[config.mk]
export PLATFORM = sky130hd
export DESIGN_NAME = dap_buf
export DESIGN_NICKNAME = d
export VERILOG_FILES = /design/src/logic/dap_pkg.sv /design/src/logic/dap_buf.sv
export SDC_FILE = /design/constraint.sdc
export NUM_CORES = 2
export LEC_CHECK = 0
export BUFFER_PORTS_ARGS = -buffer_cell sky130_fd_sc_hd__buf_2
export CAP_MARGIN = 10
export CORE_MARGIN = 1.5
export CORE_UTILIZATION = 40
export DETAILED_ROUTE_END_ITERATION = 6
export GPL_ROUTABILITY_DRIVEN = 0
export HOLD_SLACK_MARGIN = 0.06
export PLACE_DENSITY = 0.56
export SYNTH_ARGS = -nofsm -noshare
export SYNTH_HDL_FRONTEND = slang
export SYNTH_SLANG_ARGS = --single-unit
export TNS_END_PERCENT = 10
[constraint.sdc]
create_clock -name wclk -period 10.9 [get_ports wclk]
set_clock_uncertainty 0.2 [all_clocks]
set_input_delay 1.09 -clock wclk [delete_from_list [all_inputs] [get_ports wclk]]
set_output_delay 1.09 -clock wclk [all_outputs]
set_load 0.1 [all_outputs]
[src/logic/dap_pkg.sv]
package dap_pkg;

    // access port select codes
    localparam logic [7:0] AP_SEL_APB = 8'h00;
    localparam logic [7:0] AP_SEL_MEM = 8'h01;

    localparam int BUF_DEPTH = 64;
    localparam int BUF_AW    = 6;

    localparam logic [1:0] RESP_OKAY   = 2'b00;
    localparam logic [1:0] RESP_SLVERR = 2'b10;

    // register word addresses
    localparam logic [5:0] REG_TAR = 6'd0;
    localparam logic [5:0] REG_DRW = 6'd3;
    localparam logic [5:0] REG_BWR = 6'd4;
    localparam logic [5:0] REG_BRD = 6'd5;

    // slaves answer with an error at or above this address
    localparam logic [31:0] ERR_BASE = 32'hFFFF_0000;

    typedef logic [31:0] word_t;

    typedef struct packed {
        logic [7:0] sel;
        logic [5:0] addr;
        logic       rnw;
        word_t      wdata;
    } ap_req_t;

    typedef struct packed {
        word_t rdata;
        logic  slverr;
        logic  busy;
    } ap_rsp_t;

    typedef struct packed {
        logic  psel;
        logic  penable;
        logic  pwrite;
        word_t paddr;
        word_t pwdata;
    } apb_req_t;

    typedef struct packed {
        logic  pready;
        word_t prdata;
        logic  pslverr;
    } apb_rsp_t;

    typedef struct packed {
        logic  valid;
        logic  we;
        word_t addr;
        word_t wdata;
    } mem_req_t;

    typedef struct packed {
        logic  rvalid;
        word_t rdata;
        logic  err;
    } mem_rsp_t;

endpackage

[src/logic/dap_buf.sv]
`timescale 1ns/100ps

module dap_buf #(
    parameter type payload_t = dap_pkg::word_t
) (
    input  logic                     wclk,
    input  logic                     rrstn_sync,
    input  logic                     push,
    input  payload_t                 wdata,
    input  logic                     pop,
    output payload_t                 rdata,
    output logic [dap_pkg::BUF_AW:0] rsize
);

    payload_t                 store [dap_pkg::BUF_DEPTH];
    logic [dap_pkg::BUF_AW:0] wptr;
    logic [dap_pkg::BUF_AW:0] rptr;

    // top pointer bit separates full from empty
    assign rsize = wptr - rptr;
    assign rdata = store[rptr[dap_pkg::BUF_AW-1:0]];

    always_ff @(posedge wclk or negedge rrstn_sync) begin
        if (!rrstn_sync) begin
            wptr <= '0;
            rptr <= '0;
        end else begin
            if (push) begin
                wptr <= wptr + 1'b1;
            end
            if (pop) begin
                rptr <= rptr + 1'b1;
            end
        end
    end

    always_ff @(posedge wclk) begin
        if (push) begin
            store[wptr[dap_pkg::BUF_AW-1:0]] <= wdata;
        end
    end

    a_no_overflow: assert property (@(posedge wclk) disable iff (!rrstn_sync)
        push |-> int'(rsize) != dap_pkg::BUF_DEPTH)
        else $error("dap_buf: push while full");

    a_no_underflow: assert property (@(posedge wclk) disable iff (!rrstn_sync)
        pop |-> rsize != '0)
        else $error("dap_buf: pop while empty");

endmodule

==> results_dict.tcl <==
set metrics [dict create \
    wl_per_cell_microns 31.6 \
    hold_violations 0 \
    maxClockFrequency_ghz 0.151 \
    htreeDepth 4 \
    io_pins 75 \
    r2r_slack_ns 7.43 \
    hold_class "reg -> reg" \
    avgSynthCellArea_sq_um 22.2 \
    drtPass1Iterations 5 \
    slew-limit-headroom_pct 15.2 \
    die_w_microns 449 \
    crit_type "reg -> out" \
    grt_pass1_vias 38109 \
    period_share_pct 60.7 \
    vias_per_cell 5.74 \
    endpoint "rdata[25]" \
    mostFrequentLayoutCells "2048 x edfxtp_1, 494 x mux4_2, 208 x clkbuf_16" \
    ys_warn_count 0 \
    cp-startpoint "rptr[0]" \
    track_usage_pct 20.5 \
    critPathRequiredTime_ns 9.61 \
    synthFlopType "edfxtp_1" \
    io_buffers 74 \
    tns_ns 0 \
    ctsResizeCount 0 \
    arrival_ns 5.33 \
    synth_seq_cells 2062 \
    final_common_cell "edfxtp_1" \
    tightest_slew_ns 1.27 \
    clock_sinks 2062 \
    syn-instance-count 3574 \
    clockRootBuffer "clkbuf_16" \
    cts_made_buffers 199 \
    timing.rr.start "wptr[2]" \
    endpoint_kind "output pin" \
    grt_pass1_wl_mm 293 \
    core_sq_mm 0.197 \
    critPathLaunchType "flip-flop" \
    vdd_drop_max_mv 0.740 \
    worstReg2RegEnd "store[45][4]" \
    drt_iter0_drc 4450 \
    rows 163 \
    cp_max_fo 44 \
    insertion_delay_ns 0.84 \
    p_per_area_mw_per_mm2 269 \
    outcome "finished, final reports clean" \
    holdWs_ns 0.294 \
    timing.final.crit_period_ns 6.62 \
    synthArstFlopShare_pct 0.679 \
    hpwl_mm 110 \
    ant_nets 0 \
    num_antenna_cells 0 \
    cts_tree "built" \
    synth-edff-count 2048 \
    path_clk_slew_ns 0.06 \
    synthToLayoutAreaGrowth_pct 12.7 \
    cts_setup_buffers 0 \
    dp_cells 6212 \
    die_h_microns 449 \
    nFillCells 16620 \
    dr_total_vias 37780 \
    routed_wl_mm 208 \
    syn-num-nets 3619 \
    final_cells 6578 \
    yosysSeqAreaShare_pct 77.8 \
    rr_worst_depth 4 \
    grt_overflow 0 \
    clk_path_buf_depth 3 \
    setup_viol 0 \
    drive_gt1_share_pct 26.4 \
    dieArea_sq_mm 0.201 \
    route.detailed.drc 0 \
    synth_area_sq_mm 0.0795 \
    start_util_pct 40.3 \
    maxSlewViolCount 0 \
    antenna_found_initial 8 \
    ys_types 51 \
    cap_violations 0 \
    leakage_uw 0.0279 \
    rsz0062_at_grt "no" \
    fin_nets 3823 \
    grt_max_degree 136 \
]
[per-layer routing]
layer  up-vias  part of all wire, %  GRT usage [%]
met5         -                0.015              0
met4         6                  2.4           5.67
met3       280                  5.7           2.91
met2      1278                   49           33.2
met1     20726                   43           29.0
li1      15490                    -              -
[how the worst min path moves through the flow]
stage / startpoint / end / slack, ns / depth (start not counted)
floorplan: rptr[6] / rptr[6] / 0.26 / 1
global placement: wptr[6] / wptr[6] / 0.28 / 1
detailed placement: wptr[6] / wptr[6] / 0.28 / 1
CTS: wptr[6] / wptr[6] / 0.29 / 1
global route: wptr[6] / wptr[6] / 0.33 / 1
finish: wptr[6] / wptr[6] / 0.29 / 1
[layout make-up]
| class | instances | area, sq um | area share (%) |
|---|---|---|---|
| Clock buffer | 267 | 5470 | 6.10 |
| Clock inverter | 94 | 632 | 0.705 |
| Inverter | 9 | 41.3 | 0.0461 |
| Multi-Input combinational cell | 1305 | 16800 | 18.8 |
| Sequential cell | 2062 | 61900 | 69.1 |
| Tap cell | 2640 | 3300 | 3.69 |
| Timing Repair Buffer | 201 | 1440 | 1.61 |
[critical path, stage by stage, from the launching register on]
cell and delay [ns]:
dfrtp_4 0.72, buf_4 0.71, buf_4 0.83, mux4_2 0.39, nand2_1 0.06, a31oi_1 0.21
a31oi_1 0.09, a2111oi_2 0.87, buf_2 0.57
[report_power, final]
| part | internal (uW) | switching (uW) | leakage [uW] |
|---|---|---|---|
| logic | 2670 | 5640 | 0.00631 |
| clock network | 3640 | 2890 | 0.00297 |
| registers | 9030 | 219 | 0.0186 |
| total | 15300 | 8750 | 0.0279 |
[synth_stat cells (13+ instances only)]
| library cell | number | area (sq um) |
|---|---|---|
| a21oi_1 | 72 | 360 |
| a221oi_1 | 29 | 254 |
| a22o_1 | 13 | 114 |
| a22oi_1 | 55 | 413 |
| and3_1 | 30 | 188 |
| buf_1 | 17 | 63.8 |
| buf_2 | 58 | 290 |
| buf_4 | 28 | 210 |
| buf_6 | 28 | 315 |
| clkbuf_1 | 54 | 203 |
| dfrtp_1 | 14 | 350 |
| edfxtp_1 | 2048 | 61500 |
| mux2i_1 | 141 | 1410 |
| mux4_2 | 494 | 11100 |
| nand2_1 | 175 | 657 |
| nand3_1 | 50 | 250 |
| nor2_1 | 77 | 289 |
| o211ai_1 | 13 | 97.6 |
| o21ai_0 | 16 | 80.1 |
| o21ai_1 | 15 | 75.1 |
| o22ai_1 | 19 | 119 |
[through the flow]
stage          utilization (%)  instance area, sq um  total power, uW  setup slack (ns)
5_1_grt                   45.4                 89600            24900              3.98
3_5_place_dp              42.2                 83400            17800              4.90
2_1_floorplan                -                 79500            15300              4.71
6_report                  45.4                 89600            24100              4.28
3_3_place_gp              42.2                 83400            17800              4.88
4_1_cts                   45.3                 89500            24300              3.97
[repair_timing]
action | in CTS | in global routing
endpoints found under the hold margin | 14 | 0
setup endpoints to repair | 0 | 0
hold buffers | 1 | 0
[flip-flops by register name, indices dropped and copies added, names as in the netlist]
signal / flops
rptr: 7
store: 2048
wptr: 7
[kinds of logic (layout without fill, tap and decap cells)]
family	count (synthesis)	after routing	synth area share, %
buf+inv	207	571	1.66
simple gates	369	369	2.03
mux	637	637	15.8
compound gates	273	273	2.35
fa+ha+maj	9	9	0.151
xor+xnor	17	17	0.187
flops	2062	2062	77.8
No activity file was read; power rests on OpenSTA's default activity.
