<file path="src/logic/dap_pkg.sv">
package dap_pkg;

    // access port select codes
    localparam logic [7:0] AP_SEL_APB = 8'h00;
    localparam logic [7:0] AP_SEL_MEM = 8'h01;

    localparam int BUF_DEPTH = 64;
    localparam int BUF_AW    = 6;

    localparam logic [1:0] RESP_OKAY   = 2'b00;
    localparam logic [1:0] RESP_SLVERR = 2'b10;

    // register word addresses
    localparam logic [5:0] REG_TAR = 6'd0;
    localparam logic [5:0] REG_DRW = 6'd3;
    localparam logic [5:0] REG_BWR = 6'd4;
    localparam logic [5:0] REG_BRD = 6'd5;

    // slaves answer with an error at or above this address
    localparam logic [31:0] ERR_BASE = 32'hFFFF_0000;

    typedef logic [31:0] word_t;

    typedef struct packed {
        logic [7:0] sel;
        logic [5:0] addr;
        logic       rnw;
        word_t      wdata;
    } ap_req_t;

    typedef struct packed {
        word_t rdata;
        logic  slverr;
        logic  busy;
    } ap_rsp_t;

    typedef struct packed {
        logic  psel;
        logic  penable;
        logic  pwrite;
        word_t paddr;
        word_t pwdata;
    } apb_req_t;

    typedef struct packed {
        logic  pready;
        word_t prdata;
        logic  pslverr;
    } apb_rsp_t;

    typedef struct packed {
        logic  valid;
        logic  we;
        word_t addr;
        word_t wdata;
    } mem_req_t;

    typedef struct packed {
        logic  rvalid;
        word_t rdata;
        logic  err;
    } mem_rsp_t;

endpackage

</file>
<file path="src/logic/apb_ap.sv">
`timescale 1ns/100ps

module apb_ap (
    input  logic              wclk,
    input  logic              rrstn_sync,
    input  logic              ap_upd,
    input  dap_pkg::ap_req_t  ap_req,
    output dap_pkg::ap_rsp_t  ap_rsp,
    input  logic              deviceen,
    output dap_pkg::apb_req_t apb_m,
    input  dap_pkg::apb_rsp_t apb_s
);

    typedef enum logic [1:0] {
        st_idle,
        st_setup,
        st_access
    } state_t;

    state_t      state;
    logic [31:0] tar;
    logic [31:0] rdata;
    logic        slverr;
    logic        pwrite;
    logic [31:0] pwdata;
    logic        tar_upd;
    logic        drw_upd;

    assign tar_upd = ap_upd && ap_req.addr == dap_pkg::REG_TAR;
    assign drw_upd = ap_upd && ap_req.addr == dap_pkg::REG_DRW;

    always_ff @(posedge wclk or negedge rrstn_sync) begin
        if (!rrstn_sync) begin
            state  <= st_idle;
            tar    <= '0;
            rdata  <= '0;
            slverr <= 1'b0;
        end else begin
            case (state)
                st_idle: begin
                    if (drw_upd && deviceen) begin
                        state  <= st_setup;
                        slverr <= 1'b0;
                    end else if (drw_upd) begin
                        // device disabled, fail at once
                        slverr <= 1'b1;
                    end
                end
                st_setup: begin
                    state <= st_access;
                end
                st_access: begin
                    if (apb_s.pready) begin
                        state  <= st_idle;
                        slverr <= apb_s.pslverr;
                        if (!pwrite) begin
                            rdata <= apb_s.prdata;
                        end
                    end
                end
                default: begin
                    state <= st_idle;
                end
            endcase
            if (tar_upd) begin
                if (ap_req.rnw) begin
                    rdata <= tar;
                end else begin
                    tar <= ap_req.wdata;
                end
            end
        end
    end

    always_ff @(posedge wclk) begin
        if (drw_upd) begin
            pwrite <= !ap_req.rnw;
            pwdata <= ap_req.wdata;
        end
    end

    assign apb_m.psel    = state != st_idle;
    assign apb_m.penable = state == st_access;
    assign apb_m.pwrite  = pwrite;
    assign apb_m.paddr   = tar;
    assign apb_m.pwdata  = pwdata;

    assign ap_rsp.rdata  = rdata;
    assign ap_rsp.slverr = slverr;
    assign ap_rsp.busy   = state != st_idle;

    a_upd_idle: assert property (@(posedge wclk) disable iff (!rrstn_sync)
        ap_upd |-> state == st_idle)
        else $error("apb_ap: update while busy");

    // a stalled access keeps its address and data
    a_stall_hold: assert property (@(posedge wclk) disable iff (!rrstn_sync)
        apb_m.penable && !apb_s.pready |=> $stable(apb_m.paddr) && $stable(apb_m.pwdata))
        else $error("apb_ap: transfer changed during wait state");

endmodule

</file>
<file path="config.mk">
export PLATFORM = sky130hd
export DESIGN_NAME = apb_ap
export DESIGN_NICKNAME = d
export VERILOG_FILES = /design/src/logic/dap_pkg.sv /design/src/logic/apb_ap.sv
export SDC_FILE = /design/constraint.sdc
export NUM_CORES = 1
export LEC_CHECK = 0
export BUFFER_PORTS_ARGS = -buffer_cell sky130_fd_sc_hd__buf_4
export CORE_MARGIN = 10
export CORE_UTILIZATION = 47
export CTS_CLUSTER_DIAMETER = 30
export DETAILED_ROUTE_END_ITERATION = 7
export GPL_TIMING_DRIVEN = 0
export PLACE_DENSITY = 0.77
export SETUP_SLACK_MARGIN = 0.05
export SYNTH_ARGS = -nofsm -noshare
export SYNTH_HDL_FRONTEND = slang
export SYNTH_SLANG_ARGS = --single-unit
</file>
<file path="constraint.sdc">
create_clock -name wclk -period 2 [get_ports wclk]
set_input_delay 0.1 -clock wclk [delete_from_list [all_inputs] [get_ports wclk]]
set_output_delay 0.1 -clock wclk [all_outputs]
set_load 0.02 [all_outputs]
</file>
==> impl_metrics.tcl <==
set metrics [dict create \
    p_per_area_mw_per_mm2 751 \
    syn-mean-instance-area_um2 18.6 \
    dpl.hpwl_um 8000 \
    first_global_vias 3080 \
    yosys-mux-area-fraction_pct 30.8 \
    timing.max_slew.rel_slack_pct 40.1 \
    cts_tree "built" \
    run_status "finished clean" \
    endpoints_failing_hold 0 \
    clock.fmax_mhz 557 \
    hold-worst-slack_ns 0.0284 \
    grt-ovfl-total 0 \
    grt_setup_unrepaired "no" \
    layout.cell_area.non_filler_mm2 0.00631 \
    die_height_um 115 \
    rows 34 \
    drt.antenna.violating_nets 0 \
    wl_per_cell_um 19.9 \
    vdd_drop_max_mv 0.409 \
    fin_total_pwr_w 0.00474 \
    share_of_synthesized_cell_area_in_full_adder_half_adder_and_majority_cells_pct 0 \
    max_slew_vio_count 0 \
    synth-seq-area-share_pct 62.3 \
    final.min_clock_period_ns 1.80 \
    setup_viol_count_final 0 \
    synthDominantCellAreaShare_pct 39.2 \
    worst-slew-pin-transition_ns 0.898 \
    grt_pass1_wl_um 17500 \
    chipWidth_um 115 \
    detailed_router_s_first_iteration_violation_count 58 \
    clk_latency_ns 0.35 \
    crit_arrival_ns 2.03 \
    cts.reportedPaths.clkPinSlew_ns 0.09 \
    route.detailed.drc 0 \
    postcts_resize_cnt 0 \
    start_util_pct 48.6 \
    grt_start_max_net_pins 68 \
    post_synthesis_cell_type_with_the_largest_combined_area "sky130_fd_sc_hd__dfrtp_1" \
    netlist_area_mm2 0.00428 \
    startpoint_type "register" \
    die_area_mm2 0.0133 \
    grtUsageTotal_pct 17.0 \
    area_taken_by_multi_input_logic_gates_mm2 0.00145 \
    grt_antenna_before_repair 0 \
    num-nets-final 538 \
    min_path_type "input port to register" \
    routed_via_density 4.81 \
    layout-drive-gt1-share_pct 59.0 \
    cts-buffers-inserted 9 \
    synth_xor_xnor_area_share_pct 0 \
    criticalPathCategory "register to register" \
    drt-pass1-iter-count 4 \
    timing.max_cap.violations 0 \
    synth_area_leaders "sky130_fd_sc_hd__dfrtp_1 (39%), sky130_fd_sc_hd__edfxtp_1 (23%), sky130_fd_sc_hd__mux2_4 (21%)" \
    ys.warnings.count 0 \
    antenna_cells 0 \
    ctsLongestPathBuffers 2 \
    floorplan.core_area_mm2 0.00881 \
    synthesis.nets 315 \
    flow.area_growth_from_synthesis_pct 47.5 \
    regArea_mm2 0.00267 \
    fillers 595 \
    finish.utilization_pct 71.7 \
    ctsRootBufferMaster "sky130_fd_sc_hd__clkbuf_8" \
    synth.distinct_cells 21 \
    final_min_period_over_clock_period_pct 89.8 \
    end_kind "register" \
    htreeDepth 3 \
    gp_congestion 0.742 \
    drt-total-wl_um 11300 \
    crit_path_max_fanout 10 \
    cp_data_required_time_ns 2.24 \
    synth-simple-area-share_pct 2.49 \
    ys_ff_latch 100 \
    dpl-instance-area_mm2 0.00574 \
    floorplan.io_pins 186 \
    port_bufs 177 \
    cts.sink_count 100 \
    synth_compound_gate_area_share_pct 0.526 \
    synthesis.instances 230 \
    dr_total_vias 2720 \
    clock_skew_ns 0.0116 \
    largest_family_of_logic_cells_by_synthesized_area "multiplexers" \
    leakagePower_nw 3.18 \
]
==> cell families after synthesis <==
logic type	Yosys count
DFF	100
muxes	97
buffers and inverters	17
and+or+nand+nor	13
AOI/OAI and AO/OA	3
==> synthesized netlist by cell type <==
cell type                  instances
sky130_fd_sc_hd__and3_1            1
sky130_fd_sc_hd__nor4bb_1          2
sky130_fd_sc_hd__mux2_2            2
sky130_fd_sc_hd__and2_1            1
sky130_fd_sc_hd__mux2_1           35
sky130_fd_sc_hd__buf_4             8
sky130_fd_sc_hd__mux2_4           60
sky130_fd_sc_hd__a32oi_1           1
sky130_fd_sc_hd__buf_12            3
sky130_fd_sc_hd__edfxtp_1         33
sky130_fd_sc_hd__and4_1            1
sky130_fd_sc_hd__o21ai_0           1
sky130_fd_sc_hd__nor3b_4           1
sky130_fd_sc_hd__or2b_1            2
sky130_fd_sc_hd__dfrtp_1          67
sky130_fd_sc_hd__nor3b_1           1
sky130_fd_sc_hd__inv_1             3
sky130_fd_sc_hd__nand4_2           1
sky130_fd_sc_hd__nor2_1            3
sky130_fd_sc_hd__buf_6             3
sky130_fd_sc_hd__a41oi_1           1
==> where the power goes <==
| part | switching, W | internal [W] |
|---|---|---|
| clock network | 0.000684 | 0.000711 |
| logic | 0.000415 | 0.000573 |
| registers | 0.0000939 | 0.00226 |
==> area by class of cell <==
cell class / count / share of cell area, %
inverters: 3 / 0.178
repair buffers: 212 / 26.6
well taps: 108 / 2.14
multi-input cells: 113 / 22.9
clock buffers: 11 / 2.08
clock inverters: 5 / 1.33
flip-flops and latches: 100 / 42.3
plain buffers: 14 / 2.44
==> what timing repair did <==
item,in CTS,in global routing
hold endpoints to repair,133,0
buffers inserted,0,0
hold buffers,35,0
==> metrics by stage <==
stage                     setup slack, ns  cells  setup TNS, ns
final                               0.205    566              0
after global routing                0.106    566              0
after CTS                           0.182    566              0
after detailed placement           0.0541    515              0
after global placement             -0.521    515         -17.54
after floorplan                     0.243    230              0
==> state kept, by name, summed over array words and instances (netlist names) <==
| name | count |
|---|---|
| tar | 32 |
| pwrite | 1 |
| state | 2 |
| rdata | 32 |
| pwdata | 32 |
| slverr | 1 |
==> cell usage in the layout, fill, tap and decap left out, drive strengths merged <==
master,count
dlygate4sd3,35
bufinv,2
dfrtp,67
o21ai,1
or2b,2
and3,1
mux2,97
and2,1
edfxtp,33
nor4bb,2
nor2,3
clkbuf,11
nor3b,2
and4,1
nand4,1
buf,191
a41oi,1
clkinvlp,2
a32oi,1
inv,4
==> final timing paths <==
kind,slack (ns),endpoint,from,cells after the start
hold / removal,0.03,pwrite,ap_req[32],2
max in group asynchronous,1.01,tar[29],rrstn_sync,2
min in group asynchronous,0.37,tar[4],rrstn_sync,2
setup / recovery,0.20,rdata[24],state[0],5
setup reg to reg,0.20,rdata[24],state[0],5
hold reg to reg,0.50,slverr,slverr,1
==> routing by layer <==
layer	track usage [%]	wire [um]
met1	18.3	4140
met2	30.5	6040
met3	5.48	931
met4	6.17	176
met5	0	0
==> worst max-delay path, cell delays in order, from the launching register on <==
cell and delay, ns:
sky130_fd_sc_hd__dfrtp_1 0.42, sky130_fd_sc_hd__nor4bb_1 0.29, sky130_fd_sc_hd__buf_4 0.24, sky130_fd_sc_hd__buf_12 0.16, sky130_fd_sc_hd__mux2_4 0.31, sky130_fd_sc_hd__mux2_4 0.25
Power figures use the tool's default switching activity.
