===== config.mk =====
export PLATFORM = sky130hd
export DESIGN_NAME = mem_ap
export DESIGN_NICKNAME = d
export VERILOG_FILES = /design/src/logic/dap_pkg.sv /design/src/logic/mem_ap.sv
export SDC_FILE = /design/constraint.sdc
export NUM_CORES = 1
export LEC_CHECK = 0
export ABC_AREA = 1
export BUFFER_PORTS_ARGS = -buffer_cell sky130_fd_sc_hd__buf_2
export CAP_MARGIN = 30
export CORE_MARGIN = 10
export CORE_UTILIZATION = 39
export CTS_BUF_LIST = sky130_fd_sc_hd__clkbuf_4
export CTS_CLUSTER_SIZE = 28
export DETAILED_ROUTE_END_ITERATION = 8
export GPL_ROUTABILITY_DRIVEN = 0
export PLACE_DENSITY = 0.78
export SLEW_MARGIN = 25
export SYNTH_ARGS = -nofsm -noshare
export SYNTH_HDL_FRONTEND = slang
export SYNTH_SLANG_ARGS = --single-unit
export TNS_END_PERCENT = 50

===== constraint.sdc =====
create_clock -name wclk -period 1.91 [get_ports wclk]
set_input_delay 0.382 -clock wclk [delete_from_list [all_inputs] [get_ports wclk]]
set_output_delay 0.382 -clock wclk [all_outputs]
set_load 0.05 [all_outputs]

===== src/logic/dap_pkg.sv =====
package dap_pkg;

    // access port select codes
    localparam logic [7:0] AP_SEL_APB = 8'h00;
    localparam logic [7:0] AP_SEL_MEM = 8'h01;

    localparam int BUF_DEPTH = 64;
    localparam int BUF_AW    = 6;

    localparam logic [1:0] RESP_OKAY   = 2'b00;
    localparam logic [1:0] RESP_SLVERR = 2'b10;

    // register word addresses
    localparam logic [5:0] REG_TAR = 6'd0;
    localparam logic [5:0] REG_DRW = 6'd3;
    localparam logic [5:0] REG_BWR = 6'd4;
    localparam logic [5:0] REG_BRD = 6'd5;

    // slaves answer with an error at or above this address
    localparam logic [31:0] ERR_BASE = 32'hFFFF_0000;

    typedef logic [31:0] word_t;

    typedef struct packed {
        logic [7:0] sel;
        logic [5:0] addr;
        logic       rnw;
        word_t      wdata;
    } ap_req_t;

    typedef struct packed {
        word_t rdata;
        logic  slverr;
        logic  busy;
    } ap_rsp_t;

    typedef struct packed {
        logic  psel;
        logic  penable;
        logic  pwrite;
        word_t paddr;
        word_t pwdata;
    } apb_req_t;

    typedef struct packed {
        logic  pready;
        word_t prdata;
        logic  pslverr;
    } apb_rsp_t;

    typedef struct packed {
        logic  valid;
        logic  we;
        word_t addr;
        word_t wdata;
    } mem_req_t;

    typedef struct packed {
        logic  rvalid;
        word_t rdata;
        logic  err;
    } mem_rsp_t;

endpackage


===== src/logic/mem_ap.sv =====
`timescale 1ns/100ps

module mem_ap (
    input  logic              wclk,
    input  logic              rrstn_sync,
    input  logic              ap_upd,
    input  dap_pkg::ap_req_t  ap_req,
    output dap_pkg::ap_rsp_t  ap_rsp,
    input  logic              deviceen,
    output logic              wbuf_pop,
    input  logic [31:0]       wbuf_rdata,
    output logic              rbuf_push,
    output logic [31:0]       rbuf_wdata,
    output logic              rresp_push,
    output logic [1:0]        rresp_wresp,
    output dap_pkg::mem_req_t mem_m,
    input  dap_pkg::mem_rsp_t mem_s
);

    logic [31:0] tar;
    logic [31:0] cursor;
    logic [31:0] rdata;
    logic [5:0]  beat_cnt;
    logic [5:0]  rsp_cnt;
    logic [5:0]  nbeats;
    logic        we;
    logic        slverr;
    logic        masked_q;
    logic        burst_upd;
    logic        issue;
    logic        retire;
    logic        beat_err;

    assign nbeats    = ap_req.wdata[5:0];
    assign burst_upd = ap_upd && nbeats != 6'd0 &&
                       (ap_req.addr == dap_pkg::REG_BWR || ap_req.addr == dap_pkg::REG_BRD);
    assign issue     = beat_cnt != 6'd0;

    // masked beats never reach the bus, so they answer themselves
    assign retire    = mem_s.rvalid || masked_q;
    assign beat_err  = masked_q || mem_s.err;

    always_ff @(posedge wclk or negedge rrstn_sync) begin
        if (!rrstn_sync) begin
            tar      <= '0;
            rdata    <= '0;
            beat_cnt <= '0;
            rsp_cnt  <= '0;
            we       <= 1'b0;
            slverr   <= 1'b0;
            masked_q <= 1'b0;
        end else begin
            masked_q <= issue && !deviceen;
            if (burst_upd) begin
                beat_cnt <= nbeats;
                rsp_cnt  <= nbeats;
                we       <= ap_req.addr == dap_pkg::REG_BWR;
                slverr   <= 1'b0;
            end else begin
                if (issue) begin
                    beat_cnt <= beat_cnt - 6'd1;
                end
                if (retire) begin
                    rsp_cnt <= rsp_cnt - 6'd1;
                    slverr  <= slverr | beat_err;
                end
            end
            if (ap_upd && ap_req.addr == dap_pkg::REG_TAR) begin
                if (ap_req.rnw) begin
                    rdata <= tar;
                end else begin
                    tar <= ap_req.wdata;
                end
            end
        end
    end

    // beat address, word steps from TAR
    always_ff @(posedge wclk) begin
        if (burst_upd) begin
            cursor <= tar;
        end else if (issue) begin
            cursor <= cursor + 32'd4;
        end
    end

    assign mem_m.valid = issue && deviceen;
    assign mem_m.we    = we;
    assign mem_m.addr  = cursor;
    assign mem_m.wdata = wbuf_rdata;

    assign wbuf_pop    = issue && we;
    assign rbuf_push   = retire && !we;
    assign rbuf_wdata  = masked_q ? '0 : mem_s.rdata;
    assign rresp_push  = retire && !we;
    assign rresp_wresp = beat_err ? dap_pkg::RESP_SLVERR : dap_pkg::RESP_OKAY;

    assign ap_rsp.rdata  = rdata;
    assign ap_rsp.slverr = slverr;
    assign ap_rsp.busy   = rsp_cnt != 6'd0;

    a_upd_idle: assert property (@(posedge wclk) disable iff (!rrstn_sync)
        ap_upd |-> rsp_cnt == 6'd0)
        else $error("mem_ap: update while busy");

    // memory answers every beat on the next cycle
    a_rsp_next: assert property (@(posedge wclk) disable iff (!rrstn_sync)
        mem_m.valid |=> mem_s.rvalid)
        else $error("mem_ap: missing beat response");

endmodule


==> reports/results.ini, run 1 <==
[power_and_ir_drop]
netSwitchingPower_w=0.00457
power_frac_seq_pct=39.8
switching_fraction_of_total_power_pct=48.3
vdd.ir_drop.worst_uv=479
p_leak_nw=4.18
p_int_w=0.00488
power.density_mw_per_mm2=1240
combPwrFrac_pct=47.0
finalPower_w=0.00945
power.clock.fraction_pct=13.2

[drt]
wire_per_inst_um=14.9
route.detailed.vias_per_inst=4.66
drt_iter0_drc=448
drcViolationCount=0
ant_nets=0
routed_wire_length_on_met2_um=8630
routed_wl_um=17700
first_pass_iters=5
top_signal_layer_used=met5
metal_1_wl_um=7650
met3WireLength_um=1090
vias_post_dr=5551

[die]
floorplan.core_area_mm2=0.0158
std_cell_rows=46
pin_count=254
initial_core_util_pct=39.6
fp.dieW_um=147
die_y_um=147
dieArea_mm2=0.0215

[final_layout]
register_cell_area_after_layout_mm2=0.00294
mostFrequentLayoutCell=sky130_fd_sc_hd__nand2_1
areaGrowthSynthToFinish_pct=21.6
final_layout_size_suffix_gt1_share_pct=28.1
layout.cells.most_common_list=290 x sky130_fd_sc_hd__nand2_1, 146 x sky130_fd_sc_hd__buf_2, 85 x sky130_fd_sc_hd__nor2_1, 80 x sky130_fd_sc_hd__nand3_1, 79 x sky130_fd_sc_hd__dfrtp_1
filler_cell_count=1542
design.final.nets=1090
multi_input_comb_area_mm2=0.00259
instances_no_fill=1190

[clock_tree]
clkTransAtPathRegs_ps=170
cts_inserted_buffers=9
clkSinkCount=111
tritoncts=built
insertion_delay_ps=480
cts_root_buffer=sky130_fd_sc_hd__clkbuf_4
cts_max_level=3
ctsLongestPathBuffers=2

[sta]
postLayoutSetupSlackWorst_ps=-43.3
worst_clock_skew_ps=23.3
timing.final.crit_share_pct=102
report.final.setup_viol=2
timing_max_transition_violations_final=0
clock.fmax_mhz=512
layout_min_cycle_time_ps=1950
rsz0062_at_grt=yes
finalHoldViolations=0

[grt]
grt.total_usage_pct=16.0
grt_pass1_wl_um=28100
grt_start_max_net_pins=43
grt.overflow.total=0
vias_in_the_first_global_route=5452
antenna_found_initial=2

[logic_synthesis]
netlist_area_mm2=0.00625
synth.yosys.seq_area_share_pct=47.0
synthDominantAreaCellType=sky130_fd_sc_hd__dfrtp_1
synth_top_cell_area_share_pct=31.6
netlist_instances=812
ys_seq_elements=111
synth_cell_types=28
synth_flop_cell=sky130_fd_sc_hd__dfrtp_1
syn_nets=934
async_sr_flop_fraction_pct=71.2
syn-mean-instance-area_um2=7.70
synth_edf_count=32
synth_top_cells_by_area=sky130_fd_sc_hd__dfrtp_1 32%, sky130_fd_sc_hd__nand2_1 18%, sky130_fd_sc_hd__edfxtp_1 15%
yosysWarningCount=0

[placement]
placed_cells_incl_taps=1161
port-buffer-count=180
dp_slack_ps=52.9
detailedPlacementHpwl_um=13600

[critical_path]
crit_path_cell_trace=nor2_2, nand3_4, buf_6, nand2_4, inv_2, buf_8
required_time_of_the_critical_path_ps=1530
worst_path_max_delay_cell=sky130_fd_sc_hd__dfrtp_1
endpoint_kind=output port
timing.critical_path.max_delay_family=flip-flops
timing.critical_path.slowest_cell_delay_ps=440
setup.worst_path.class=reg2out
worstPathArrival_ps=1570
cp_num_buf_inv=3
timing.critical_path.fanout_max=4
critical_path.startpoint_type=flop

[outcome]
status=complete, but fails checks
violations=setup timing

[hold_path]
hold_class=in2reg

[flow_run]
maxCapViolCount=0

[through the flow]
| stage | cell area [um2] | setup TNS (ps) | hold WS [ps] | utilization, % |
|---|---|---|---|---|
| finish | 7600 | -85.4 | 80.2 | 48.2 |
| global route | 7600 | -719 | 57.3 | 48.2 |
| CTS | 7470 | -81.8 | 47.0 | 47.4 |
| detailed placement | 7190 | 0 | 301 | 45.6 |
| global placement | 7190 | 0 | 298 | 45.6 |
| floorplan | 6260 | 0 | 86.4 | - |
[worst reg2reg max path, delay by kind of cell (launching register included)]
family | cells | cell delay (ps)
buffers and inverters | 5 | 770
flip-flops | 1 | 440
AND/OR/NAND/NOR | 3 | 430
[Yosys cell counts (5+ instances only)]
master / n
sky130_fd_sc_hd__buf_4: 42
sky130_fd_sc_hd__edfxtp_1: 32
sky130_fd_sc_hd__nor2_2: 5
sky130_fd_sc_hd__xnor2_1: 7
sky130_fd_sc_hd__xor2_1: 14
sky130_fd_sc_hd__nor2_1: 89
sky130_fd_sc_hd__o21ai_0: 13
sky130_fd_sc_hd__inv_1: 83
sky130_fd_sc_hd__dfrtp_1: 79
sky130_fd_sc_hd__o21ai_2: 8
sky130_fd_sc_hd__buf_6: 5
sky130_fd_sc_hd__o21ai_1: 9
sky130_fd_sc_hd__clkbuf_1: 9
sky130_fd_sc_hd__nand3_1: 81
sky130_fd_sc_hd__ha_1: 5
sky130_fd_sc_hd__nand2_1: 292
sky130_fd_sc_hd__buf_2: 12
sky130_fd_sc_hd__nand2_2: 6
[flip-flops by register name, indices dropped and copies added, names as in the netlist]
register  count
cursor       32
rdata        32
tar          32
beat_cnt      6
rsp_cnt       6
masked_q      1
slverr        1
we            1
[power by group through the flow]
stage	combinational [W]	sequential (W)	clock, W
floorplan	0.00216	0.00484	0
global placement	0.00410	0.00376	0
detailed placement	0.00418	0.00378	0
CTS	0.00436	0.00373	0.00127
global route	0.00485	0.00385	0.00138
finish	0.00444	0.00376	0.00125
[cell families (layout without fill, tap and decap cells)]
| logic type | count (synthesis) | count (layout) | share of synthesized area, % |
|---|---|---|---|
| DFF | 111 | 111 | 47.0 |
| xor gates and xnor gates | 21 | 21 | 2.94 |
| buffers and inverters | 152 | 313 | 12.5 |
| adders and majority gates | 5 | 5 | 1.00 |
| and+or+nand+nor | 491 | 491 | 33.5 |
| other | 1 | 2 | 0.0600 |
| AOI/OAI and AO/OA | 31 | 31 | 3.00 |
[per-layer routing]
metal	track usage (%)	vias to the layer above
met4	5.51	2
met1	19.7	2549
li1	-	2785
met3	4.08	28
met2	26.4	187
met5	0	-
[layout make-up]
type | count | area share [%]
clock inverter | 7 | 1.05
sequential | 111 | 38.7
timing repair buffer | 213 | 17.6
tap | 216 | 3.56
clock buffer | 9 | 0.889
multi-input combinational | 549 | 34.1
inverter | 84 | 4.20
antenna | 1 | 0.0329
[worst paths after layout]
check	from	end	slack, ps	cells past startpoint
worst max-delay path	beat_cnt[4]	mem_m[65]	-40	6
worst min register to register	rdata[21]	rdata[21]	490	2
worst max register to register	beat_cnt[4]	cursor[4]	70	8
worst min-delay path	ap_req[33]	we	80	2
min in group asynchronous	rrstn_sync	rdata[17]	310	2
max in group asynchronous	rrstn_sync	rdata[4]	1050	3
[what timing repair did]
action / CTS / global route
hold buffers: 1 / 0
setup buffers: 9 / 2
endpoints found under the setup margin: 36 / 66
cloned: 0 / 0
hold endpoints to repair: 18 / 0
gates resized for setup: 20 / 46
Note: power is estimated with default switching activity, not from simulation.
==> inputs of run 2 (changes only) <==
Settings changed: BUFFER_PORTS_ARGS -buffer_cell sky130_fd_sc_hd__buf_2 to -buffer_cell sky130_fd_sc_hd__buf_4, CORE_ASPECT_RATIO set to 0.75, CORE_MARGIN 10 to unset.
==> run 2 against run 1 <==
The run still ends with setup timing left. Via count grew 2.3%. Clock-buffer cell count grew 1. Register-to-register slack gained 60 ps. Clock power shrank 9.6%. Clock skew grew 1.1 ps. Non-clock buffer count shrank 4. Critical endpoint is now rbuf_wdata[0].
==> reports/results.ini, run 2 (same netlist as run 1, synthesis figures left out) <==
[final_layout]
design.final.nets=1086
mostFrequentLayoutCell=sky130_fd_sc_hd__nand2_1
final_layout_size_suffix_gt1_share_pct=31.3
antenna_diode_count=0
top_regs=cursor: 32 flops, rdata: 32 flops, tar: 32 flops
layout.cells.most_common_list=290 x sky130_fd_sc_hd__nand2_1, 164 x sky130_fd_sc_hd__buf_4, 80 x sky130_fd_sc_hd__nand3_1, 78 x sky130_fd_sc_hd__dfrtp_1, 75 x sky130_fd_sc_hd__inv_1
areaGrowthSynthToFinish_pct=31.4

[die]
fp.dieW_um=148
dieArea_mm2=0.0165
die_y_um=112
initial_core_util_pct=40.4
pin_count=254
std_cell_rows=39
floorplan.core_area_mm2=0.0155

[power_and_ir_drop]
finalPower_w=0.00979
p_leak_nw=4.32
netSwitchingPower_w=0.00468
combPwrFrac_pct=49.0
power_frac_seq_pct=39.5
power.clock.fraction_pct=11.6
vdd.ir_drop.worst_uv=536
switching_fraction_of_total_power_pct=47.8
p_int_w=0.00512
power.density_mw_per_mm2=1190

[grt]
grt.total_usage_pct=21.3
grt_pass1_wl_um=27300
grt_start_max_net_pins=55
grt.overflow.total=0
antenna_found_initial=0
vias_in_the_first_global_route=5324

[sta]
rsz0062_at_grt=yes
timing_max_transition_violations_final=0
report.final.setup_viol=22
worst_clock_skew_ps=24.4
clock.fmax_mhz=502
timing.final.crit_share_pct=104
layout_min_cycle_time_ps=1990
postLayoutSetupSlackWorst_ps=-82.2
fin_hold_ws_ps=48.6
finalHoldViolations=0

[critical_path]
endpoint_kind=output port
timing.critical_path.slowest_cell_delay_ps=530
timing.critical_path.fanout_max=16
critical_path.startpoint_type=flop
reg2reg_setup_slack_ps=130
worstPathArrival_ps=1610
r2r_cells=8
r2r_start=beat_cnt[1]
worst_path_max_delay_cell=sky130_fd_sc_hd__dfrtp_2
required_time_of_the_critical_path_ps=1530
crit_path_cell_trace=clkbuf_16, nor2_2, buf_6
rr_endpoint=cursor[19]
setup.worst_path.class=reg2out

[hold_path]
hold_class=in2reg
whs_endpoint=we
whs_path_depth=2
worstHoldStart=ap_req[33]

[drt]
wire_per_inst_um=15.2
ant_nets=0
vias_post_dr=5680
drt_iter0_drc=488
first_pass_iters=5
route.detailed.vias_per_inst=4.84
routed_wl_um=17900
drcViolationCount=0

[clock_tree]
cts_root_buffer=sky130_fd_sc_hd__clkbuf_4
ctsLongestPathBuffers=2
cts_max_level=3
clkTransAtPathRegs_ps=190
tritoncts=built
insertion_delay_ps=500
clkSinkCount=111
cts_inserted_buffers=9

[outcome]
violations=setup timing
status=complete, but fails checks

[flow_run]
maxCapViolCount=0

[placement]
detailedPlacementHpwl_um=13100
port-buffer-count=180

run 2: worst max path at each step:
stage	from	endpoint	slack, ps	depth (start not counted)
CTS	masked_q	rbuf_push	-50	3
detailed placement	ap_req[38]	cursor[17]	-10	9
finish	masked_q	rbuf_wdata[0]	-80	3
floorplan	beat_cnt[0]	cursor[10]	50	5
global placement	ap_req[38]	cursor[17]	2	9
global route	masked_q	rbuf_wdata[0]	-130	3
run 2: area by class of cell:
cell class	count	area (um2)
Fill cell	1359	7250
Sequential cell	111	2940
Multi-Input combinational cell	549	2740
Timing Repair Buffer	209	1830
Inverter	84	319
Tap cell	205	256
Clock buffer	10	75.1
Clock inverter	6	58.8
run 2: worst max-delay path: cells and delay by family, from the launching register on:
kind	cells	cell delay, ps
buffers and inverters	2	400
flip-flops	1	530
AND/OR/NAND/NOR	1	170
run 2: metal layers:
layer  track usage [%]  up-vias  wire length, um
met2              31.7      252             7800
met5                 0        -                0
li1                  -     2772                -
met3              7.25       24             1670
met1              29.9     2632             8190
met4              4.33        0              221
run 2: power groups by stage:
stage	sequential, W	clock, W	combinational (W)
floorplan	0.00484	0	0.00216
global placement	0.00386	0	0.00429
detailed placement	0.00387	0	0.00440
CTS	0.00384	0.00118	0.00453
global route	0.00395	0.00126	0.00520
finish	0.00387	0.00113	0.00480
run 2: per-stage QoR:
stage	instance area, um2	util, %	TNS (ps)	setup WS [ps]	std cells
finish	8220	53.1	-628	-82.2	1174
global route	8220	53.1	-2340	-134	1174
CTS	7820	50.5	-188	-47.7	1165
detailed placement	7590	49.0	-294	-11.0	1145
global placement	7590	49.0	0	1.51	1145
floorplan	6260	-	0	45.7	812
run 2: what timing repair did:
item                                   in CTS  in global routing
setup endpoints to repair                  38                 31
gates resized for setup                    17                 90
pin swaps                                   1                 12
buffers inserted                            3                  7
hold buffers                                1                  0
cloned                                      0                  2
endpoints found under the hold margin      25                  0
