### config.mk
export PLATFORM = sky130hd
export DESIGN_NAME = dap_resp_pack
export DESIGN_NICKNAME = d
export VERILOG_FILES = /design/src/logic/dap_resp_pack.sv
export SDC_FILE = /design/constraint.sdc
export NUM_CORES = 1
export LEC_CHECK = 0
export ABC_AREA = 1
export BUFFER_PORTS_ARGS = -buffer_cell sky130_fd_sc_hd__buf_2
export CAP_MARGIN = 15
export CORE_MARGIN = 2
export CORE_UTILIZATION = 65
export DETAILED_ROUTE_END_ITERATION = 10
export PLACE_DENSITY = 0.84
export SLEW_MARGIN = 15
export SYNTH_ARGS = -nofsm -noshare
export SYNTH_HDL_FRONTEND = slang
export SYNTH_SLANG_ARGS = --single-unit
export TNS_END_PERCENT = 30
### constraint.sdc
create_clock -name wclk -period 4.4 [get_ports wclk]
set_input_delay 0.22 -clock wclk [delete_from_list [all_inputs] [get_ports wclk]]
set_output_delay 0.22 -clock wclk [all_outputs]
set_load 0.05 [all_outputs]
### src/logic/dap_resp_pack.sv
`timescale 1ns/100ps

module dap_resp_pack (
    input  logic        wclk,
    input  logic        rrstn_sync,
    input  logic        push,
    input  logic [1:0]  wresp,
    input  logic        pop,
    output logic [31:0] rdata
);

    logic [127:0] store;
    logic [5:0]   wptr;
    logic [1:0]   rptr;

    // 16 fields of 2 bits per word, four words
    assign rdata = store[{rptr, 5'b0} +: 32];

    always_ff @(posedge wclk or negedge rrstn_sync) begin
        if (!rrstn_sync) begin
            store <= '0;
            wptr  <= '0;
            rptr  <= '0;
        end else begin
            if (push) begin
                store[{wptr, 1'b0} +: 2] <= wresp;
                wptr <= wptr + 6'd1;
            end
            if (pop) begin
                rptr <= rptr + 2'd1;
            end
        end
    end

endmodule

==> results of run 1 <==
[sequential cells by signal, indices dropped and copies added, names as in the netlist]
name,count
rptr,2
store,128
wptr,6
[per-layer routing]
| metal | routed length, µm | global-route usage [%] | up-vias |
|---|---|---|---|
| li1 | - | - | 3209 |
| met1 | 8140 | 45.4 | 3229 |
| met2 | 8550 | 52.7 | 303 |
| met3 | 1460 | 6.87 | 48 |
| met4 | 420 | 13.0 | 0 |
| met5 | 0 | 0 | - |
[through the flow]
stage / total power (W) / hold slack, ns / setup slack (ns) / area, µm²
after floorplan: 0.00432 / -0.0756 / 2.14 / 7140
after global placement: 0.00500 / 0.327 / 1.48 / 7320
after detailed placement: 0.00505 / 0.328 / 1.35 / 7320
after CTS: 0.00635 / 0.211 / 1.30 / 7880
after global routing: 0.00679 / 0.252 / 1.03 / 7900
final: 0.00643 / 0.241 / 1.24 / 7900
[final timing paths]
| path | from | end | depth (start not counted) |
|---|---|---|---|
| min in group asynchronous | rrstn_sync | store[63]$_DFFE_PN0P_ | 2 |
| setup / recovery | wptr[0]$_DFFE_PN0P_ | store[127]$_DFFE_PN0P_ | 11 |
| hold reg to reg | store[39]$_DFFE_PN0P_ | store[39]$_DFFE_PN0P_ | 2 |
| hold / removal | wresp[0] | store[52]$_DFFE_PN0P_ | 3 |
| setup reg to reg | wptr[0]$_DFFE_PN0P_ | store[127]$_DFFE_PN0P_ | 11 |
| max in group asynchronous | rrstn_sync | store[56]$_DFFE_PN0P_ | 3 |
[area by class of cell]
cell class | count | area [µm²]
Sequential cell | 136 | 3400
Multi-Input combinational cell | 743 | 3340
Fill cell | 845 | 2890
Clock buffer | 22 | 453
Timing Repair Buffer | 45 | 279
Inverter | 47 | 176
Tap cell | 140 | 175
Clock inverter | 10 | 77.6
[cells by family (layout without fill, tap and decap cells)]
| group | after synthesis | in the layout | share of synthesized area, % |
|---|---|---|---|
| flops | 136 | 136 | 47.7 |
| fa+ha+maj | 4 | 4 | 0.701 |
| buf+inv | 96 | 124 | 5.57 |
| compound gates | 138 | 138 | 10.2 |
| simple gates | 595 | 595 | 35.1 |
| xor+xnor | 6 | 6 | 0.736 |
[worst max-delay path, stage by stage, from the launching register on]
cell and delay, ns:
dfrtp_1 0.47, inv_2 0.18, ha_1 0.18, inv_1 0.05, nor2_1 0.14, nand2_1 0.07
nand2_1 0.54, inv_2 0.46, nor2_4 0.51, nand2_1 0.20, nand2_1 0.12, o21ai_1 0.08
[power breakdown]
part / total [W] / switching [W] / leakage (nW) / internal (W)
Combinational: 0.00335 / 0.00259 / 1.87 / 0.000757
Sequential: 0.00178 / 0.000205 / 1.84 / 0.00158
Clock: 0.00130 / 0.000529 / 0.268 / 0.000770
[Yosys cell counts (6+ instances only)]
| cell | n | share of area (%) |
|---|---|---|
| inv_2 | 10 | 0.53 |
| nand4_1 | 47 | 4.1 |
| nand2_2 | 6 | 0.53 |
| nand2_1 | 359 | 19 |
| dfrtp_1 | 136 | 48 |
| inv_1 | 37 | 1.9 |
| nand3_1 | 42 | 2.9 |
| o22ai_1 | 30 | 2.6 |
| nor2_2 | 8 | 0.70 |
| nor2_1 | 122 | 6.4 |
| o21ai_0 | 102 | 7.2 |
| clkbuf_1 | 26 | 1.4 |
| xor2_1 | 6 | 0.74 |
| buf_2 | 12 | 0.84 |
| buf_1 | 6 | 0.32 |
[placed cells by master, fill, tap and decap left out]
cell type | Yosys | layout
o22ai_1 | 30 | 30
nand2_2 | 6 | 6
nand2_1 | 359 | 359
nor2_1 | 122 | 122
dlygate4sd3_1 | 0 | 3
nand3_1 | 42 | 42
o21ai_0 | 102 | 102
dfrtp_1 | 136 | 135
clkbuf_1 | 26 | 3
and2_1 | 1 | 1
o21ai_1 | 3 | 3
nand2_4 | 2 | 2
buf_2 | 12 | 36
nand4_1 | 47 | 47
buf_16 | 0 | 1
nor4_1 | 1 | 1
clkinv_2 | 0 | 8
inv_1 | 37 | 36
bufinv_16 | 0 | 1
ha_1 | 4 | 4
nor2_4 | 4 | 4
buf_6 | 1 | 1
buf_4 | 4 | 4
nor2_2 | 8 | 8
clkinvlp_4 | 0 | 1
nor2_8 | 1 | 1
nor3_1 | 2 | 2
clkbuf_16 | 0 | 16
clkbuf_8 | 0 | 3
a21oi_1 | 3 | 3
dfrtp_2 | 0 | 1
inv_2 | 10 | 11
xor2_1 | 6 | 6
[repair_timing]
| action | 4_1_cts | 5_1_grt |
|---|---|---|
| hold buffers | 3 | 0 |
| buffers inserted | 0 | 0 |
| endpoints found under the hold margin | 90 | 0 |
==> flow_metrics.env, run 1 <==
export IMPL_outcome="finished clean"
export IMPL_cp_arrival_ns=3.59
export IMPL_finalHoldViolCount=0
export IMPL_peakVddDrop_mv=0.815
export IMPL_clk_latency_ns=0.55
export IMPL_die_area_um2=11800
export IMPL_synth_cell_types=26
export IMPL_diodes=0
export IMPL_maxSlewHeadroom_pct=30.1
export IMPL_drt_initial_drc_count=661
export IMPL_final_max_slew_viol_count=0
export IMPL_path_max_fanout=30
export IMPL_grt_use_total_pct=33.3
export IMPL_htree_num_levels=4
export IMPL_initial_core_util_pct=66.1
export IMPL_syn_area_um2=7140
export IMPL_cts_buffer_depth=2
export IMPL_core_um2=10800
export IMPL_synth_cells=975
export IMPL_cts_sinks=136
export IMPL_cp_start_kind="register"
export IMPL_grt_ovfl_total=0
export IMPL_p_per_area_nw_per_um2=814
export IMPL_async_flop_share_pct=100
export IMPL_final_core_utilization_pct=73.2
export IMPL_ys_seq_elements=136
export IMPL_clockRootBuffer="clkbuf_8"
export IMPL_synth_area_per_cell_um2=7.32
export IMPL_synth_ff_type="dfrtp_1"
export IMPL_drt_vias_per_instance=5.94
export IMPL_hold_class="in2reg"
export IMPL_cts_tree="done"
export IMPL_port_buffers=37
export IMPL_rsz0062_at_grt="no"
export IMPL_drtPass1Iterations=7
export IMPL_antenna_found_initial=0
export IMPL_leakagePower_nw=3.98
export IMPL_area_growth_pct=10.7
export IMPL_final_nets=1000
export IMPL_die_w_um=109
export IMPL_seq_area_frac_synth_pct=47.7
export IMPL_drive_gt1_share_pct=10.4
export IMPL_synth_edf_count=0
export IMPL_final_cells=1143
export IMPL_setup_tns_final_ns=0
export IMPL_gp_congestion=0.942
export IMPL_grt_max_degree=89
export IMPL_routed_wl_um=18600
export IMPL_grt_pass1_vias=6328
export IMPL_wl_per_cell_um=16.2
export IMPL_reg2reg_setup_slack_ns=1.24
export IMPL_drc=0
export IMPL_drv_cap=0
export IMPL_cts_resized_gates=0
export IMPL_postRouteAntennaNets=0
export IMPL_setup_viol=0
export IMPL_finClkSkew_ns=0.00866
export IMPL_dp_cells=1107
export IMPL_worst_slew_pin_slew_ns=1.05
export IMPL_fin_crit_ns=3.16
export IMPL_crit_type="reg2reg"
export IMPL_cts_reportedPaths_clkPinSlew_ns=0.06
export IMPL_cts_buffers=17
export IMPL_fmaxAchievable_ghz=0.317
export IMPL_cp_end_kind="register"
export IMPL_hpwl_um=11300
export IMPL_vias=6789
export IMPL_yosysWarningCount=0
export IMPL_finalCritPeriodShare_pct=71.7
export IMPL_crit_required_ns=4.83
export IMPL_synthesis_nets=985
export IMPL_die_h_um=109
export IMPL_row_count=38
export IMPL_grt_pass1_wl_um=30400
export IMPL_pin_count=38
Note: power is estimated with default switching activity, not from simulation.
==> inputs of run 2 (changes only) <==
Settings changed: CORE_UTILIZATION 65 to 56, PLACE_DENSITY 0.84 to 0.77.
Clock period 4.4 ns to 2.8 ns, I/O delays scaled along.
==> flow_metrics.env, run 2 (synthesized netlist as in run 1, its figures left out) <==
export IMPL_hpwl_um=12000
export IMPL_drt_vias_per_instance=5.63
export IMPL_path_max_fanout=13
export IMPL_worst_slew_pin_slew_ns=0.643
export IMPL_final_max_slew_viol_count=0
export IMPL_cts_reportedPaths_clkPinSlew_ns=0.06
export IMPL_cts_tree="done"
export IMPL_cts_buffer_depth=2
export IMPL_final_cells=1183
export IMPL_gp_congestion=0.972
export IMPL_grt_pass1_vias=6267
export IMPL_finalHoldViolCount=0
export IMPL_hold_class="in2reg"
export IMPL_cp_arrival_ns=2.79
export IMPL_fillers=1129
export IMPL_cp_start_kind="register"
export IMPL_p_total_w=0.0106
export IMPL_finalWorstSetupSlack_ns=0.320
export IMPL_row_count=41
export IMPL_dp_cells=1149
export IMPL_crit_type="reg2reg"
export IMPL_fin_crit_ns=2.48
export IMPL_fin_area_um2=8140
export IMPL_core_um2=12500
export IMPL_largest_register="store"
export IMPL_drtPass1Iterations=5
export IMPL_peakVddDrop_mv=0.681
export IMPL_outcome="finished clean"
export IMPL_htree_num_levels=4
export IMPL_leakagePower_nw=4.07
export IMPL_diodes=0
export IMPL_grt_max_degree=77
export IMPL_p_per_area_nw_per_um2=1300
export IMPL_drive_gt1_share_pct=11.2
export IMPL_drt_initial_drc_count=839
export IMPL_clockRootBuffer="clkbuf_16"
export IMPL_die_w_um=117
export IMPL_setup_tns_final_ns=0
export IMPL_setup_viol=0
export IMPL_rsz0062_at_grt="no"
export IMPL_largest_registers="store (128), wptr (6), rptr (2)"
export IMPL_die_h_um=117
export IMPL_initial_core_util_pct=57.0
export IMPL_post_cts_buffers=0
export IMPL_drv_cap=0
export IMPL_wl_per_cell_um=15.9
export IMPL_die_area_um2=13700
export IMPL_fmaxAchievable_ghz=0.403
export IMPL_pin_count=38
export IMPL_drc=0
export IMPL_clk_latency_ns=0.43
export IMPL_finClkSkew_ns=0.0102
export IMPL_dp_slack_ns=0.233
export IMPL_grt_use_total_pct=29.7
export IMPL_area_growth_pct=14.1
export IMPL_final_nets=1009
export IMPL_crit_required_ns=3.11
export IMPL_mostFrequentLayoutCells="nand2_1 (358), dfrtp_1 (135), nor2_1 (122), o21ai_0 (102), nand4_1 (47)"
export IMPL_finalCritPeriodShare_pct=88.6
export IMPL_postRouteAntennaNets=0
export IMPL_antenna_found_initial=0
export IMPL_maxSlewHeadroom_pct=57.1
export IMPL_cts_buffers=17
export IMPL_vias=6666
export IMPL_routed_wl_um=18800
export IMPL_place_area_um2=7460
export IMPL_final_common_cell="nand2_1"
export IMPL_cp_end_kind="register"
export IMPL_largest_register_ffs=128
export IMPL_grt_pass1_wl_um=31100
export IMPL_port_buffers=37
export IMPL_grt_ovfl_total=0
export IMPL_cts_sinks=136
run 2: path summary, 6_finish.rpt:
check                                      startpoint                     to  slack, ns  depth (start not counted)
worst max-delay path              wptr[0]$_DFFE_PN0P_   store[4]$_DFFE_PN0P_       0.32                         10
worst min-delay path                         wresp[0]  store[52]$_DFFE_PN0P_       0.18                          3
worst max register to register    wptr[0]$_DFFE_PN0P_   store[4]$_DFFE_PN0P_       0.32                         10
worst min register to register  store[77]$_DFFE_PN0P_  store[77]$_DFFE_PN0P_       0.46                          2
max in group asynchronous                  rrstn_sync    rptr[0]$_DFFE_PN0P_       1.73                          3
min in group asynchronous                  rrstn_sync  store[83]$_DFFE_PN0P_       0.26                          2
run 2: what timing repair did:
item / CTS / global route
gates resized for setup: 0 / 4
setup endpoints to repair: 0 / 17
hold endpoints to repair: 63 / 0
hold buffers: 3 / 0
run 2: through the flow:
stage                     hold slack, ns  util, %
after global routing               0.181     65.1
after detailed placement           0.155     59.6
after floorplan                   -0.156        -
after global placement             0.157     59.6
final                              0.182     65.1
after CTS                          0.147     64.9
run 2: cell type report:
type                    count  area [µm²]  area share (%)
clock inverters             7         139            1.71
multi-input cells         743        3360            41.2
well taps                 172         215            2.64
repair buffers             54         352            4.32
clock buffers              24         502            6.16
flip-flops and latches    136        3400            41.8
inverters                  47         176            2.17
run 2: layer usage:
layer | global-route usage (%) | wire length [µm]
met5 | 0 | 0
met4 | 12.4 | 442
met3 | 7.16 | 1320
met2 | 46.9 | 8800
met1 | 39.7 | 8270
run 2: worst max-delay path, cell delays in order (launching register included):
cell	delay, ns
dfrtp_1	0.50
inv_2	0.14
ha_1	0.23
nand2_1	0.10
nand2_2	0.17
inv_2	0.21
nand4_1	0.37
nor2_4	0.35
nand3_1	0.14
nand2_1	0.10
nand2_1	0.06
run 2: power by group:
part	leakage [nW]	internal, W	total [W]	switching, W
clock	0.316	0.00160	0.00242	0.000816
sequential	1.84	0.00248	0.00281	0.000330
combinational	1.92	0.00124	0.00536	0.00411
==> inputs of run 3 (changes only) <==
Settings changed: CELL_PAD_IN_SITES_DETAIL_PLACEMENT from default to 0, CELL_PAD_IN_SITES_GLOBAL_PLACEMENT from default to 2, CORE_UTILIZATION 56 to 32, PLACE_DENSITY 0.77 to default, PLACE_DENSITY_LB_ADDON from default to 0.1, SETUP_SLACK_MARGIN from default to 0.1.
==> flow_metrics.env, run 3 (synthesized netlist as in run 1, its figures left out) <==
export IMPL_grt_ovfl_total=0
export IMPL_mostFrequentLayoutCells="nand2_1 (359), dfrtp_1 (135), nor2_1 (122), o21ai_0 (102), nand4_1 (47)"
export IMPL_rsz0062_at_grt="no"
export IMPL_core_um2=21900
export IMPL_row_count=54
export IMPL_finClkSkew_ns=0.0101
export IMPL_comb_power_share_pct=51.8
export IMPL_cp_start_kind="register"
export IMPL_setup_tns_final_ns=0
export IMPL_r2r_cells=11
export IMPL_crit_type="reg2reg"
export IMPL_pwr_share_seq_pct=25.3
export IMPL_htree_num_levels=4
export IMPL_finalWorstSetupSlack_ns=0.461
export IMPL_drv_cap=0
export IMPL_grt_use_total_pct=21.1
export IMPL_hpwl_um=15900
export IMPL_fin_area_um2=8340
export IMPL_cp_arrival_ns=2.65
export IMPL_p_per_area_nw_per_um2=1320
export IMPL_peakVddDrop_mv=0.495
export IMPL_max_stage_delay_ns=0.46
export IMPL_cp_end_kind="register"
export IMPL_routed_wl_um=23900
export IMPL_clockRootBuffer="clkbuf_16"
export IMPL_largest_register="store"
export IMPL_cp_slowest_cell="nor2_2"
export IMPL_cts_tree="done"
export IMPL_power_share_switching_pct=50.8
export IMPL_cts_sinks=136
export IMPL_gp_congestion=0.835
export IMPL_finalCritPeriodShare_pct=83.5
export IMPL_setup_viol=0
export IMPL_crit_buf_inv=3
export IMPL_fmaxAchievable_ghz=0.428
export IMPL_final_nets=1020
export IMPL_postRouteAntennaNets=0
export IMPL_worst_slew_pin_slew_ns=0.722
export IMPL_diodes=0
export IMPL_dp_slack_ns=0.502
export IMPL_vias=6519
export IMPL_initial_core_util_pct=32.6
export IMPL_cts_hold_buf=3
export IMPL_grt_pass1_wl_um=38500
export IMPL_area_growth_pct=16.9
export IMPL_pin_count=38
export IMPL_drt_vias_per_instance=5.01
export IMPL_reg2reg_setup_slack_ns=0.46
export IMPL_drive_gt1_share_pct=12.2
export IMPL_cts_buffers=17
export IMPL_critPathTopFamily="simple AND/OR/NAND/NOR gates"
export IMPL_outcome="finished clean"
export IMPL_cts_buffer_depth=2
export IMPL_clockPowerShare_pct=22.8
export IMPL_clk_latency_ns=0.43
export IMPL_die_area_um2=23500
export IMPL_die_h_um=153
export IMPL_cp_num_cells=11
export IMPL_drtPass1Iterations=7
export IMPL_die_w_um=153
export IMPL_cts_reportedPaths_clkPinSlew_ns=0.06
export IMPL_path_max_fanout=10
export IMPL_largest_register_ffs=128
export IMPL_hold_class="in2reg"
export IMPL_drt_initial_drc_count=377
export IMPL_place_area_um2=7670
export IMPL_p_switching_w=0.00558
export IMPL_largest_registers="store (128), wptr (6), rptr (2)"
export IMPL_crit_required_ns=3.11
export IMPL_grt_max_degree=65
export IMPL_grt_pass1_vias=6594
export IMPL_p_int_w=0.00541
export IMPL_wl_per_cell_um=18.4
export IMPL_hold_depth=3
export IMPL_post_cts_buffers=0
export IMPL_final_max_slew_viol_count=0
export IMPL_fin_crit_ns=2.34
export IMPL_cts_resized_gates=0
export IMPL_finalHoldViolCount=0
export IMPL_drc=0
export IMPL_antenna_found_initial=0
export IMPL_maxSlewHeadroom_pct=51.9
export IMPL_port_buffers=37
export IMPL_final_common_cell="nand2_1"
export IMPL_leakagePower_nw=4.12
export IMPL_crit_top_cell="nand2_1"
export IMPL_path_cells="inv_1 > ha_1 > inv_1 > nand2_1 > nand2_1 > inv_2 > nand4_1 > nor2_2 > nand3_1 > nand2_1 > nand2_1"
==> run 3: changes by cell type in the layout (fill, tap and decap cells not counted), sizes merged <==
cell      delta
buf         +11
clkbuf       -6
clkinvlp     +2
bufinv       +1
clkinv       +1
inv          +1
==> run 3: worst paths after layout <==
check                                            from                      to
worst min-delay path                         wresp[0]   store[96]$_DFFE_PN0P_
worst max register to register    wptr[1]$_DFFE_PN0P_   store[73]$_DFFE_PN0P_
worst max-delay path              wptr[1]$_DFFE_PN0P_   store[73]$_DFFE_PN0P_
min in group asynchronous                  rrstn_sync   store[10]$_DFFE_PN0P_
worst min register to register  store[80]$_DFFE_PN0P_   store[80]$_DFFE_PN0P_
max in group asynchronous                  rrstn_sync  store[122]$_DFFE_PN0P_
==> run 3: tightest hold or removal path, stage by stage <==
cell     delay (ns)
buf_2          0.18
nand4_1        0.11
nand2_1        0.05
==> run 3: area by class of cell <==
cell class                      instances  area (µm²)
Clock buffer                           18         439
Clock inverter                         12         201
Fill cell                            2350       13500
Inverter                               47         176
Multi-Input combinational cell        743        3340
Sequential cell                       136        3400
Tap cell                              280         350
Timing Repair Buffer                   65         434
==> run 3: power groups by stage <==
| stage | clock network [W] | logic (W) | registers (W) |
|---|---|---|---|
| floorplan | 0 | 0.00406 | 0.00273 |
| global placement | 0 | 0.00575 | 0.00281 |
| detailed placement | 0 | 0.00575 | 0.00281 |
| CTS | 0.00257 | 0.00577 | 0.00278 |
| global route | 0.00264 | 0.00625 | 0.00285 |
| finish | 0.00251 | 0.00570 | 0.00278 |
==> run 3: per-layer routing <==
metal | up-vias | share of wire [%] | track usage [%]
li1 | 3253 | - | -
met1 | 3142 | 48 | 28.3
met2 | 101 | 48 | 35.8
met3 | 23 | 3.3 | 3.69
met4 | 0 | 0.98 | 4.81
met5 | - | 0 | 0
==> run 3: per-stage QoR <==
step	utilization, %	total power, W	hold slack (ns)	cells
CTS	38.1	0.0111	0.0744	1301
floorplan	-	0.00679	-0.156	975
global route	38.1	0.0117	0.110	1301
global placement	35.1	0.00856	0.162	1268
detailed placement	35.1	0.00856	0.163	1268
finish	38.1	0.0110	0.0843	1301
